--- config.mk ---
export PLATFORM = sky130hd
export DESIGN_NAME = credit_mux_top
export DESIGN_NICKNAME = d
export VERILOG_FILES = /design/src/rtl/credit_mux_pkg.sv /design/src/rtl/credit_mux_top.sv /design/src/rtl/credit_rx_fifo.sv /design/src/rtl/credit_tx.sv /design/src/rtl/packet_arbiter.sv
export SDC_FILE = /design/constraint.sdc
export NUM_CORES = 1
export LEC_CHECK = 0
export BUFFER_PORTS_ARGS = -buffer_cell sky130_fd_sc_hd__buf_2
export CORE_MARGIN = 3
export CORE_UTILIZATION = 55
export CTS_BUF_LIST = sky130_fd_sc_hd__clkbuf_16
export CTS_CLUSTER_DIAMETER = 40
export DETAILED_ROUTE_END_ITERATION = 7
export PLACE_DENSITY = 0.82
export REMOVE_ABC_BUFFERS = 1
export SLEW_MARGIN = 30
export SYNTH_ARGS = -nofsm -noshare
export SYNTH_HDL_FRONTEND = slang
export SYNTH_HIERARCHICAL = 1
export SYNTH_SLANG_ARGS = --single-unit
--- constraint.sdc ---
create_clock -name clk -period 5.75 [get_ports clk]
set_input_delay 1.725 -clock clk [delete_from_list [all_inputs] [get_ports clk]]
set_output_delay 1.725 -clock clk [all_outputs]
set_load 0.01 [all_outputs]
--- src/rtl/credit_mux_pkg.sv ---
// flit word types for the two-port credit link multiplexer
// header/payload union, link and stream structs, sizing constants

package credit_mux_pkg;

  // ----------------------------------------------------------------------
  // sizing
  // ----------------------------------------------------------------------

  // payload word width
  localparam int data_width = 16;
  // header length field, 0..15 payload flits per packet
  localparam int len_width = 4;
  // header source tag
  localparam int src_width = 4;
  // downstream credits granted after reset
  localparam int max_credits = 8;
  // credit counter width in the transmitter, must hold max_credits
  localparam int credit_width = $clog2(max_credits + 1);

  // ----------------------------------------------------------------------
  // flit word
  // ----------------------------------------------------------------------

  // header view of a flit word, src in the top bits
  typedef struct packed {
    logic [src_width-1:0]                        src;
    logic [len_width-1:0]                        len;
    logic [data_width-src_width-len_width-1:0]   spare;
  } hdr_fields_t;

  // same word, read as header fields or as raw payload
  typedef union packed {
    hdr_fields_t             hdr;
    logic [data_width-1:0]   raw;
  } flit_body_u;

  // is_hdr selects which view of body applies
  typedef struct packed {
    logic         is_hdr;
    flit_body_u   body;
  } flit_t;

  // ----------------------------------------------------------------------
  // link halves
  // ----------------------------------------------------------------------

  // forward half of a valid/credit link
  // credit return travels separately as cr
  typedef struct packed {
    logic    vld;
    flit_t   flit;
  } credit_link_t;

  // forward half of an srdy/drdy stream
  // drdy travels separately
  typedef struct packed {
    logic    srdy;
    flit_t   flit;
  } sd_stream_t;

endpackage

--- src/rtl/credit_mux_top.sv ---
// two-port credit link multiplexer top level
// two receive FIFOs, packet arbiter, credit transmitter

`timescale 1ns/100ps

module credit_mux_top
  import credit_mux_pkg::*;
#(
  // receive FIFO depth per port, power of two
  parameter int depth = 8
)
(
  input  logic           clk,
  input  logic           reset,
  input  credit_link_t   in0_link,
  output logic           in0_cr,
  input  credit_link_t   in1_link,
  output logic           in1_cr,
  output credit_link_t   out_link,
  input  logic           out_cr
);

  // fifo to arbiter streams
  sd_stream_t   rx0_stream;
  sd_stream_t   rx1_stream;
  logic         rx0_drdy;
  logic         rx1_drdy;
  // arbiter to transmitter
  sd_stream_t   arb_stream;
  logic         arb_drdy;

  // ----------------------------------------------------------------------
  // input side
  // ----------------------------------------------------------------------

  credit_rx_fifo #(.depth(depth)) rx0 (
    .clk      (clk),
    .reset    (reset),
    .c_link   (in0_link),
    .c_cr     (in0_cr),
    .p_stream (rx0_stream),
    .p_drdy   (rx0_drdy)
  );

  credit_rx_fifo #(.depth(depth)) rx1 (
    .clk      (clk),
    .reset    (reset),
    .c_link   (in1_link),
    .c_cr     (in1_cr),
    .p_stream (rx1_stream),
    .p_drdy   (rx1_drdy)
  );

  // ----------------------------------------------------------------------
  // merge and output
  // ----------------------------------------------------------------------

  packet_arbiter arb (
    .clk      (clk),
    .reset    (reset),
    .in0      (rx0_stream),
    .in0_drdy (rx0_drdy),
    .in1      (rx1_stream),
    .in1_drdy (rx1_drdy),
    .out      (arb_stream),
    .out_drdy (arb_drdy)
  );

  credit_tx tx (
    .clk      (clk),
    .reset    (reset),
    .in       (arb_stream),
    .in_drdy  (arb_drdy),
    .out_link (out_link),
    .out_cr   (out_cr)
  );

endmodule

--- src/rtl/credit_rx_fifo.sv ---
// valid/credit receive FIFO
// issues credits upstream, presents a registered srdy/drdy stream

`timescale 1ns/100ps

module credit_rx_fifo
  import credit_mux_pkg::*;
#(
  parameter int depth = 8
)
(
  input  logic           clk,
  input  logic           reset,
  input  credit_link_t   c_link,
  output logic           c_cr,
  output sd_stream_t     p_stream,
  input  logic           p_drdy
);

  // pointer index width, depth is a power of two
  localparam int asz = $clog2(depth);

  // ----------------------------------------------------------------------
  // state
  // ----------------------------------------------------------------------

  // wrap-bit pointers
  logic [asz:0]     wrptr;
  logic [asz:0]     rdptr;
  logic [asz:0]     nxt_wrptr;
  logic [asz:0]     nxt_rdptr;
  // flits held, including the one sitting in the output register
  logic [asz:0]     usage;
  logic [asz:0]     nxt_usage;
  // credits handed out but not yet used by the sender
  logic [asz:0]     cissued;
  logic [asz:0]     nxt_cissued;
  // one extra bit so the sum never wraps
  logic [asz+1:0]   crtotal;
  logic             full;
  logic             wr_en;
  logic             rd_xfer;
  logic             nxt_p_srdy;
  logic             p_srdy;
  flit_t            p_flit;

  flit_t            buffer [depth];

  // ----------------------------------------------------------------------
  // credit and occupancy bookkeeping
  // ----------------------------------------------------------------------

  // in-flight credit on c_cr counts too
  assign crtotal = (asz + 2)'(usage) + (asz + 2)'(cissued) + (asz + 2)'(c_cr);

  // same index, opposite wrap bit
  assign full = (wrptr[asz-1:0] == rdptr[asz-1:0]) && (wrptr[asz] != rdptr[asz]);

  // sender obeys credits, full check is only a guard
  assign wr_en   = c_link.vld & ~full;
  assign rd_xfer = p_srdy & p_drdy;

  always_comb
  begin
    nxt_wrptr = wr_en ? wrptr + 1'b1 : wrptr;

    // credit out and flit in on the same cycle cancel
    if (c_cr & ~c_link.vld)
      nxt_cissued = cissued + 1'b1;
    else if (c_link.vld & ~c_cr)
      nxt_cissued = cissued - 1'b1;
    else
      nxt_cissued = cissued;

    if (c_link.vld & ~rd_xfer)
      nxt_usage = usage + 1'b1;
    else if (rd_xfer & ~c_link.vld)
      nxt_usage = usage - 1'b1;
    else
      nxt_usage = usage;
  end

  always_ff @(posedge clk)
  begin
    if (reset)
    begin
      wrptr   <= '0;
      cissued <= '0;
      usage   <= '0;
      c_cr    <= 1'b0;
    end
    else
    begin
      wrptr   <= nxt_wrptr;
      cissued <= nxt_cissued;
      usage   <= nxt_usage;
      // one credit per cycle while room remains
      c_cr    <= (crtotal < depth);
    end
  end

  // ----------------------------------------------------------------------
  // read side
  // ----------------------------------------------------------------------

  always_comb
  begin
    nxt_rdptr  = rd_xfer ? rdptr + 1'b1 : rdptr;
    // anything left after this cycle's read
    nxt_p_srdy = (nxt_wrptr != nxt_rdptr);
  end

  always_ff @(posedge clk)
  begin
    if (reset)
    begin
      rdptr  <= '0;
      p_srdy <= 1'b0;
    end
    else
    begin
      rdptr  <= nxt_rdptr;
      p_srdy <= nxt_p_srdy;
    end
  end

  // storage
  always_ff @(posedge clk)
  begin
    if (wr_en)
      buffer[wrptr[asz-1:0]] <= c_link.flit;
  end

  // prefetch next head into the output register
  // a bypass covers the flit written on this same edge
  always_ff @(posedge clk)
  begin
    if (wr_en && (wrptr[asz-1:0] == nxt_rdptr[asz-1:0]))
      p_flit <= c_link.flit;
    else
      p_flit <= buffer[nxt_rdptr[asz-1:0]];
  end

  assign p_stream.srdy = p_srdy;
  assign p_stream.flit = p_flit;

endmodule

--- src/rtl/credit_tx.sv ---
// srdy/drdy to valid/credit transmitter
// counts downstream credits, sends one flit per credit

`timescale 1ns/100ps

module credit_tx
  import credit_mux_pkg::*;
(
  input  logic           clk,
  input  logic           reset,
  input  sd_stream_t     in,
  output logic           in_drdy,
  output credit_link_t   out_link,
  input  logic           out_cr
);

  // ----------------------------------------------------------------------
  // credit counter
  // ----------------------------------------------------------------------

  // credits granted by the receiver, not yet spent
  logic [credit_width-1:0]   credits;
  logic                      xfer;
  logic                      out_vld;
  flit_t                     out_flit;

  // accept only with a credit in hand
  assign in_drdy = (credits != '0);
  assign xfer    = in.srdy & in_drdy;

  always_ff @(posedge clk)
  begin
    if (reset)
      credits <= '0;
    else if (out_cr & ~xfer)
      credits <= credits + 1'b1;
    else if (xfer & ~out_cr)
      credits <= credits - 1'b1;
    // return and send together, count unchanged
  end

  // ----------------------------------------------------------------------
  // output register
  // ----------------------------------------------------------------------

  // vld is a one-cycle pulse per accepted flit
  always_ff @(posedge clk)
  begin
    if (reset)
      out_vld <= 1'b0;
    else
      out_vld <= xfer;
  end

  // data only loads on accept
  always_ff @(posedge clk)
  begin
    if (xfer)
      out_flit <= in.flit;
  end

  assign out_link.vld  = out_vld;
  assign out_link.flit = out_flit;

endmodule

--- src/rtl/packet_arbiter.sv ---
// two-input round-robin packet arbiter
// grant held from header until the last payload flit

`timescale 1ns/100ps

module packet_arbiter
  import credit_mux_pkg::*;
(
  input  logic         clk,
  input  logic         reset,
  input  sd_stream_t   in0,
  output logic         in0_drdy,
  input  sd_stream_t   in1,
  output logic         in1_drdy,
  output sd_stream_t   out,
  input  logic         out_drdy
);

  // ----------------------------------------------------------------------
  // state
  // ----------------------------------------------------------------------

  // priority pointer, moves only when a packet ends
  logic                   grant;
  // port that owns the packet in progress
  logic                   owner;
  // payload flits still owed, nonzero means locked
  logic [len_width-1:0]   remaining;

  logic                   busy;
  logic                   sel;
  logic                   idle_sel;
  sd_stream_t             sel_stream;
  logic                   xfer;
  logic                   last_flit;
  logic [len_width-1:0]   rem_left;

  assign busy = (remaining != '0);

  // ----------------------------------------------------------------------
  // port select
  // ----------------------------------------------------------------------

  always_comb
  begin
    // pointed-at port first, else the other one if it waits
    if (grant == 1'b0)
      idle_sel = (~in0.srdy & in1.srdy);
    else
      idle_sel = ~(~in1.srdy & in0.srdy);

    // locked ports stay put until the packet is done
    sel = busy ? owner : idle_sel;
    sel_stream = sel ? in1 : in0;
  end

  assign out      = sel_stream;
  assign xfer     = sel_stream.srdy & out_drdy;
  assign in0_drdy = out_drdy & (sel == 1'b0);
  assign in1_drdy = out_drdy & (sel == 1'b1);

  // ----------------------------------------------------------------------
  // packet tracking
  // ----------------------------------------------------------------------

  // header loads its length, payload counts down
  assign rem_left  = busy ? remaining - 1'b1 : sel_stream.flit.body.hdr.len;
  assign last_flit = xfer & (rem_left == '0);

  always_ff @(posedge clk)
  begin
    if (reset)
    begin
      grant     <= 1'b0;
      owner     <= 1'b0;
      remaining <= '0;
    end
    else
    begin
      if (xfer)
        remaining <= rem_left;

      // lock onto the header's port
      if (xfer && !busy)
        owner <= sel;

      // next packet prefers the other port
      if (last_flit)
        grant <= ~sel;
    end
  end

endmodule

==> reports/results.tsv, run 1 <==
stage	metric	value	unit
setup_path	CP arrival	3.98	ns
logic_synthesis	Synth Register Bits	342	
sta	Slew headroom	37.42	%
final_layout	Multi-input gate area	4317	µm²
sta	clock skew	0.01846	ns
setup_path	Worst Path Max Fanout	5	
setup_path	Setup CP Type	register to register	
logic_synthesis	post-synthesis sequential area ratio	67.85	%
routing	routed len/inst	21.52	µm
logic_synthesis	Synth Warn #	6	
die	Die Span Y	167.6	µm
logic_synthesis	area leader, netlist	edfxtp_1	
sta	RSZ-0062 raised after global routing	no	
setup_path	Critical Path Start Type	register	
logic_synthesis	XOR/XNOR share of the synthesized area	3.208	%
routing	Routed Antenna Nets	0	
cts	Max Root-Sink Buffers	3	
logic_synthesis	multiplexer area fraction after synthesis	15.51	%
final_layout	final net count	964	
setup_path	crit path from	arb/remaining[0]$_SDFFE_PP0P_	
routing	DR iter-0 viols	699	
grt	first-pass GRT wire length	42890	µm
routing	WL final	26990	µm
final_layout	fill cell count	1755	
cts	Num CTS Buffers	41	
cts	htree depth	2	
cts	post-CTS resize count	0	
sta	final worst slack	2.212	ns
die	core area	25400	µm²
routing	DRT Pass-1 Iters	5	
routing	Remaining DRCs	0	
setup_path	Crit Reg-Reg Startpoint	arb/remaining[0]$_SDFFE_PP0P_	
logic_synthesis	Post-synth EDFFs	289	
logic_synthesis	area share of the largest cell type after synthesis	60.46	%
routing	Vias	7343	
final_layout	Layout area overhead	13.42	%
sta	setup TNS	0	ns
grt	initial antenna violation count	2	
logic_synthesis	Avg Cell Area, Syn	17.74	µm²
final_layout	register area	9743	µm²
power	Pleak	5.630	nW
cts	clk sinks	342	
sta	Worst-Margin Slew	0.9374	ns
power	Internal	5.134	mW
logic_synthesis	Syn Inst Count	809	
grt	vias in the first global route	7663	
outcome	status	completed	
sta	final worst-path cycle share	61.52	%
power	overall power	7.180	mW
power	Switching Share	28.49	%
logic_synthesis	simple-gate share of the synthesized area	4.106	%
flow_run	Max-Cap Viols	0	
sta	final hold vios	0	
setup_path	CP required	6.19	ns
cts	CTS tree	done	
grt	GRT overflow	0	
logic_synthesis	top cells by area, synth	edfxtp_1 60%, mux4_2 11%, dfxtp_1 7.4%, mux2_2 3.7%, ha_1 2.4%	
power	Clk pwr share	33.4	%
die	starting density of the core	56.51	%
die	overall die width	167.6	µm
placed_design	Placer Congestion	0.8102	
placed_design	post-DP HPWL	16280	µm
die	FP Rows	58	
cts	setup bufs post-CTS	0	
sta	Slew Limit Fails	0	
power	Max VDD drop	0.2789	mV
final_layout	share of cells above drive strength 1	30.37	%
setup_path	CP endpoint kind	register	
power	P_sw	2.046	mW
hold_path	Hold Crit Start	rx1/usage[3]$_SDFFE_PP0P_	
sta	Hold WS	0.5001	ns
cts	root buffer cell	clkbuf_16	
cts	Hold Buf Count CTS	0	
routing	via density per instance	5.856	
logic_synthesis	Post-Syn Area	14350	µm²
logic_synthesis	Top FF cell, synth	edfxtp_1	
die	# IOs	59	
setup_path	r2r setup slk	2.21	ns
power	sequential cell fraction of total power	43.7	%
sta	Fmax	0.2827	GHz
power	combinational share of power	22.9	%
logic_synthesis	Synth Area in Adders	3.138	%
cts	clock-pin slew on the worst setup and hold paths	0.06	ns
grt	largest net degree at the start of global routing	48	
power	Power Density	441.0	nW/µm²
logic_synthesis	Compound-Gate Fraction of Synth Area	3.949	%
placed_design	pre-CTS WS	2.236	ns
logic_synthesis	largest family of logic cells by synthesized area	multiplexers	
logic_synthesis	synth unique cells	56	
cts	later-pin clock latency in the skew report	0.52	ns
sta	setup violators final	0	
hold_path	Hold WC Path Type	register to register	
placed_design	buffers added on ports	58	
grt	GRT Total Usage	19.66	%
logic_synthesis	asr flop ratio synth	0	%
sta	post-layout min period	3.538	ns
die	die area	28070	µm²
[power groups by stage]
stage / clock, mW / sequential, mW / combinational (mW)
after floorplan: 0 / 3.24 / 1.13
after global placement: 0 / 3.19 / 1.58
after detailed placement: 0 / 3.19 / 1.64
after CTS: 2.45 / 3.14 / 1.66
after global routing: 2.55 / 3.17 / 1.82
final: 2.40 / 3.14 / 1.64
[Yosys cell counts (3+ instances only)]
cell        n
edfxtp_1  289
mux4_2     68
dfxtp_1    53
nor2_1     53
mux2_2     47
ha_1       28
xnor2_1    27
inv_1      22
a21oi_1    21
nand2_1    18
xor2_1     13
mux2i_1    12
nor2b_1    12
buf_4      11
a21o_1      8
buf_2       8
nand3_1     8
nor3_1      8
buf_1       7
clkbuf_1    7
o21ai_0     7
a211oi_1    6
and2_1      5
fa_1        5
a211o_1     4
a31oi_1     4
mux2_1      4
nand4_1     4
or3_1       4
xor2_2      4
buf_6       3
nand2b_1    3
o211ai_1    3
[worst max-delay path: stages, from the launching register on]
cell and delay (ns):
dfxtp_1 0.33, inv_1 0.08, ha_1 0.23, nor2b_1 0.19
nor2b_1 0.37, mux2i_2 0.32, and2_1 0.19, and2_1 0.20
inv_1 0.10, ha_1 0.22, inv_1 0.11, ha_1 0.24
a21o_1 0.18, a21oi_1 0.17, xnor2_1 0.09, or3_1 0.31
a21oi_1 0.14
[cells by family after synthesis]
group,after synthesis
buffers and inverters,61
AOI/OAI and AO/OA,72
xor gates and xnor gates,46
adders and majority gates,33
and+or+nand+nor,124
muxes,131
DFF,342
[per-layer routing]
layer | vias to the layer above | track usage (%) | part of all wire (%)
li1 | 3339 | - | -
met1 | 3682 | 27.51 | 41
met2 | 268 | 32.04 | 50
met3 | 52 | 3.730 | 6.8
met4 | 2 | 5.799 | 2.1
met5 | - | 0 | 0.041
[layout by cell type (no fill, tap or decap), types with 5 or more instances in the layout]
cell,synthesis,final
dfxtp_1,53,50
inv_8,0,5
nor2_1,53,53
a21oi_1,21,21
o21ai_0,7,7
buf_4,11,21
mux2i_1,12,11
and2_1,5,5
xnor2_1,27,27
mux4_2,68,68
nand3_1,8,8
inv_1,22,28
inv_6,0,7
buf_2,8,58
nor2b_1,12,12
xor2_1,13,13
a211oi_1,6,6
fa_1,5,5
edfxtp_1,289,289
mux2_2,47,47
ha_1,28,28
clkinv_1,0,5
nand2_1,18,18
a21o_1,8,8
clkbuf_16,0,41
[area by class of cell]
| type | count | area share, % |
|---|---|---|
| Sequential cell | 342 | 59.85 |
| Multi-Input combinational cell | 406 | 26.52 |
| Clock buffer | 41 | 6.302 |
| Timing Repair Buffer | 79 | 2.752 |
| Tap cell | 330 | 2.536 |
| Clock inverter | 32 | 1.506 |
| Inverter | 22 | 0.5073 |
| Antenna cell | 2 | 0.03074 |
[final timing paths]
check | end | depth (start not counted)
max | rx0/usage[3]$_SDFFE_PP0P_ | 16
min | rx1/usage[3]$_SDFFE_PP0P_ | 2
max reg2reg | rx0/usage[3]$_SDFFE_PP0P_ | 16
min reg2reg | rx1/usage[3]$_SDFFE_PP0P_ | 2
[state kept, by name (all words and copies together), names as in the netlist, named ones only]
signal	flops
rx0/rdptr	4
rx1/usage	4
rx0/cissued	4
rx0/buffer	136
arb/owner	1
rx0/p_srdy	1
arb/remaining	4
rx0/wrptr	4
rx1/rdptr	4
rx1/buffer	136
rx0/c_cr	1
tx/out_link	17
arb/grant	1
rx1/p_srdy	1
tx/credits	4
tx/out_vld	1
rx0/usage	4
rx1/c_cr	1
rx1/wrptr	4
rx1/cissued	4
[metrics by stage]
stage          area [µm²]  util [%]  instances
4_1_cts             16270     64.07       1252
6_report            16280     64.09       1254
3_5_place_dp        15000     59.06       1179
5_1_grt             16280     64.08       1253
3_3_place_gp        15000     59.06       1179
2_1_floorplan       14110         -        770
(Power assumes the default switching activity.)
==> inputs of run 2 (changes only) <==
==> constraint.sdc (replaced) <==
create_clock -name clk -period 3.56 [get_ports clk]
set_input_delay 1.068 -clock clk [delete_from_list [all_inputs] [get_ports clk]]
set_output_delay 1.068 -clock clk [all_outputs]
set_load 0.01 [all_outputs]
==> reports/results.tsv, run 2 (synthesis results as in run 1) <==
stage	metric	value	unit	change
outcome	status	completed		
flow_run	Max-Cap Viols	0		unchanged
die	overall die width	167.6	µm	unchanged
cts	clock-pin slew on the worst setup and hold paths	0.05	ns	about the same
placed_design	post-DP HPWL	16500	µm	+1.3%
power	Pleak	5.702	nW	+1.3%
die	die area	28070	µm²	unchanged
cts	later-pin clock latency in the skew report	0.53	ns	about the same
power	overall power	11.95	mW	+66%
grt	met1 GRT Util	27.12	%	-0.39 points
power	Internal	8.626	mW	+68%
die	Die Span Y	167.6	µm	unchanged
placed_design	post-placement cell count	1182		+0.25%
grt	initial antenna violation count	3		+1
placed_design	pre-CTS WS	0.2092	ns	-2.027 ns
sta	post-layout min period	3.266	ns	-0.2716 ns
setup_path	Slowest Stage Delay on Critical Path	0.33	ns	-0.04 ns
grt	vias in the first global route	7859		+2.6%
sta	Slew Limit Fails	0		unchanged
die	core area	25400	µm²	unchanged
grt	met3 Resource Use GR	3.447	%	-0.28 points
setup_path	Critical Path Start Type	register		
routing	DR iter-0 viols	615		-12%
routing	Routed Antenna Nets	0		unchanged
setup_path	CP endpoint kind	register		
routing	Remaining DRCs	0		unchanged
routing	DRT Pass-1 Iters	4		-1
routing	via density per instance	5.863		+0.13%
final_layout	final non-filler cell total	1259		+0.40%
die	# IOs	59		unchanged
placed_design	Placer Congestion	0.8372		+3.3%
cts	root buffer cell	clkbuf_16		
sta	clock skew	0.01834	ns	-0.0001181 ns
setup_path	r2r setup slk	0.29	ns	-1.92 ns
power	sequential cell fraction of total power	42.5	%	-1.2 points
setup_path	CP required	4.00	ns	-2.19 ns
routing	routed len/inst	22.12	µm	+2.8%
final_layout	most frequent cells in the layout	289 x edfxtp_1, 68 x mux4_2, 58 x buf_2		
power	P_sw	3.325	mW	+63%
setup_path	Reg2Reg Depth	16		unchanged
setup_path	Crit Reg-Reg Startpoint	arb/remaining[0]$_SDFFE_PP0P_		
routing	Vias	7382		+0.53%
final_layout	Layout area overhead	14.57	%	
setup_path	CP arrival	3.70	ns	-0.28 ns
routing	WL final	27850	µm	+3.2%
grt	first-pass GRT wire length	43700	µm	+1.9%
setup_path	crit path cell chain	inv_1 -> ha_1 -> nor2b_2 -> nor2b_2 -> mux2i_2 -> and2_1 -> and2_4 -> inv_1 -> ha_1 -> inv_1 -> ha_1 -> a21o_1 -> a21oi_1 -> xnor2_1 -> or3_1 -> a21oi_1		
setup_path	Crit path max-delay family	simple AND/OR/NAND/NOR gates		
cts	CTS tree	done		
cts	clk sinks	342		unchanged
setup_path	Setup CP Type	register to register		
hold_path	worst hold path depth	2		unchanged
power	Switching Share	27.82	%	-0.67 points
setup_path	Bufs and invs on worst path	3		unchanged
sta	Slew headroom	42.05	%	+4.6 points
sta	final hold vios	0		unchanged
cts	htree depth	2		unchanged
die	FP Rows	58		unchanged
power	Max VDD drop	0.7069	mV	+150%
cts	Max Root-Sink Buffers	3		unchanged
sta	setup violators final	0		unchanged
setup_path	Worst Path Max Fanout	5		unchanged
setup_path	WP depth	16		unchanged
setup_path	critical path's slowest cell	dfxtp_1		
sta	Worst-Margin Slew	0.8693	ns	-0.06814 ns
power	Clk pwr share	35.0	%	+1.6 points
setup_path	critical path endpoint	rx0/usage[3]$_SDFFE_PP0P_		
grt	routing usage on met2	33.36	%	+1.3 points
final_layout	share of cells above drive strength 1	31.79	%	+1.4 points
grt	GRT Total Usage	20.00	%	+0.34 points
power	combinational share of power	22.5	%	-0.4 points
sta	final worst slack	0.2940	ns	-1.918 ns
grt	largest net degree at the start of global routing	48		unchanged
placed_design	buffers added on ports	58		unchanged
sta	final worst-path cycle share	91.74	%	+30 points
grt	GRT Max-Usage Layer	met2		
grt	GRT overflow	0		unchanged
hold_path	Hold WC Path Type	register to register		
final_layout	final net count	967		+0.31%
cts	setup bufs post-CTS	0		unchanged
sta	Fmax	0.3062	GHz	+8.3%
power	Power Density	726.7	nW/µm²	+65%
cts	Num CTS Buffers	41		unchanged
final_layout	leading cell type in the layout, fill and taps excluded	edfxtp_1		
setup_path	reg2reg end	rx0/usage[3]$_SDFFE_PP0P_		
die	starting density of the core	56.51	%	unchanged
setup_path	crit path from	arb/remaining[0]$_SDFFE_PP0P_		
## run 2: cell count changes in the layout (fill, tap and decap cells not counted), moves of 2 or more
cell,delta
nor2b_1,-3
inv_8,-2
clkinv_2,+4
clkinvlp_4,+2
inv_1,-3
clkbuf_16,+2
clkinv_1,-2
buf_4,+3
nor2b_2,+3
bufinv_16,+3
## run 2: how the worst min path moves through the flow
| stage | to | from |
|---|---|---|
| after detailed placement | rx0/cissued[3]$_SDFFE_PP0P_ | rx0/cissued[3]$_SDFFE_PP0P_ |
| after global routing | rx0/cissued[3]$_SDFFE_PP0P_ | rx0/cissued[3]$_SDFFE_PP0P_ |
| final | rx0/cissued[3]$_SDFFE_PP0P_ | rx0/cissued[3]$_SDFFE_PP0P_ |
| after floorplan | rx0/cissued[3]$_SDFFE_PP0P_ | rx0/cissued[3]$_SDFFE_PP0P_ |
| after global placement | rx0/cissued[3]$_SDFFE_PP0P_ | rx0/cissued[3]$_SDFFE_PP0P_ |
| after CTS | rx0/cissued[3]$_SDFFE_PP0P_ | rx0/cissued[3]$_SDFFE_PP0P_ |
## run 2: metal layers
| layer | wire (µm) | share of wire (%) | vias to the layer above |
|---|---|---|---|
| met1 | 11590 | 42 | 3749 |
| met2 | 14120 | 51 | 219 |
| met5 | 34 | 0.12 | - |
| met3 | 1427 | 5.1 | 60 |
| met4 | 674 | 2.4 | 4 |
| li1 | - | - | 3350 |
## run 2: area by class of cell
cell class                 count  area (µm²)
tap                          330       412.9
sequential                   342        9742
clock inverter                33       327.8
antenna                        1       2.502
clock buffer                  43        1076
inverter                      22       82.58
multi-input combinational    406        4330
fill                        1653        8955
timing repair buffer          82       470.5
## run 2: stage by stage
stage / util [%] / instance area, µm² / TNS (ns) / hold WS, ns
3_3_place_gp: 59.15 / 15020 / 0 / 0.4803
4_1_cts: 64.68 / 16430 / 0 / 0.4892
2_1_floorplan: - / 14110 / -1.070 / 0.4558
5_1_grt: 64.74 / 16440 / -0.007973 / 0.5285
3_5_place_dp: 59.15 / 15020 / 0 / 0.4813
6_report: 64.74 / 16440 / 0 / 0.4886
## run 2: worst min-delay path, cell delays in order (launching register included)
cell and delay, ns:
dfxtp_1 0.31, o21ai_0 0.07, a21oi_1 0.06
## run 2: power by group through the flow
stage | clock [mW] | combinational [mW] | sequential [mW]
2_1_floorplan | 0 | 1.82 | 5.23
3_3_place_gp | 0 | 2.56 | 5.15
3_5_place_dp | 0 | 2.63 | 5.16
4_1_cts | 4.27 | 2.68 | 5.09
5_1_grt | 4.44 | 2.97 | 5.13
6_report | 4.18 | 2.68 | 5.08
## run 2: repair_timing
item	in CTS	in global routing
hold buffers	0	0
setup endpoints to repair	0	2
gates resized for setup	0	5
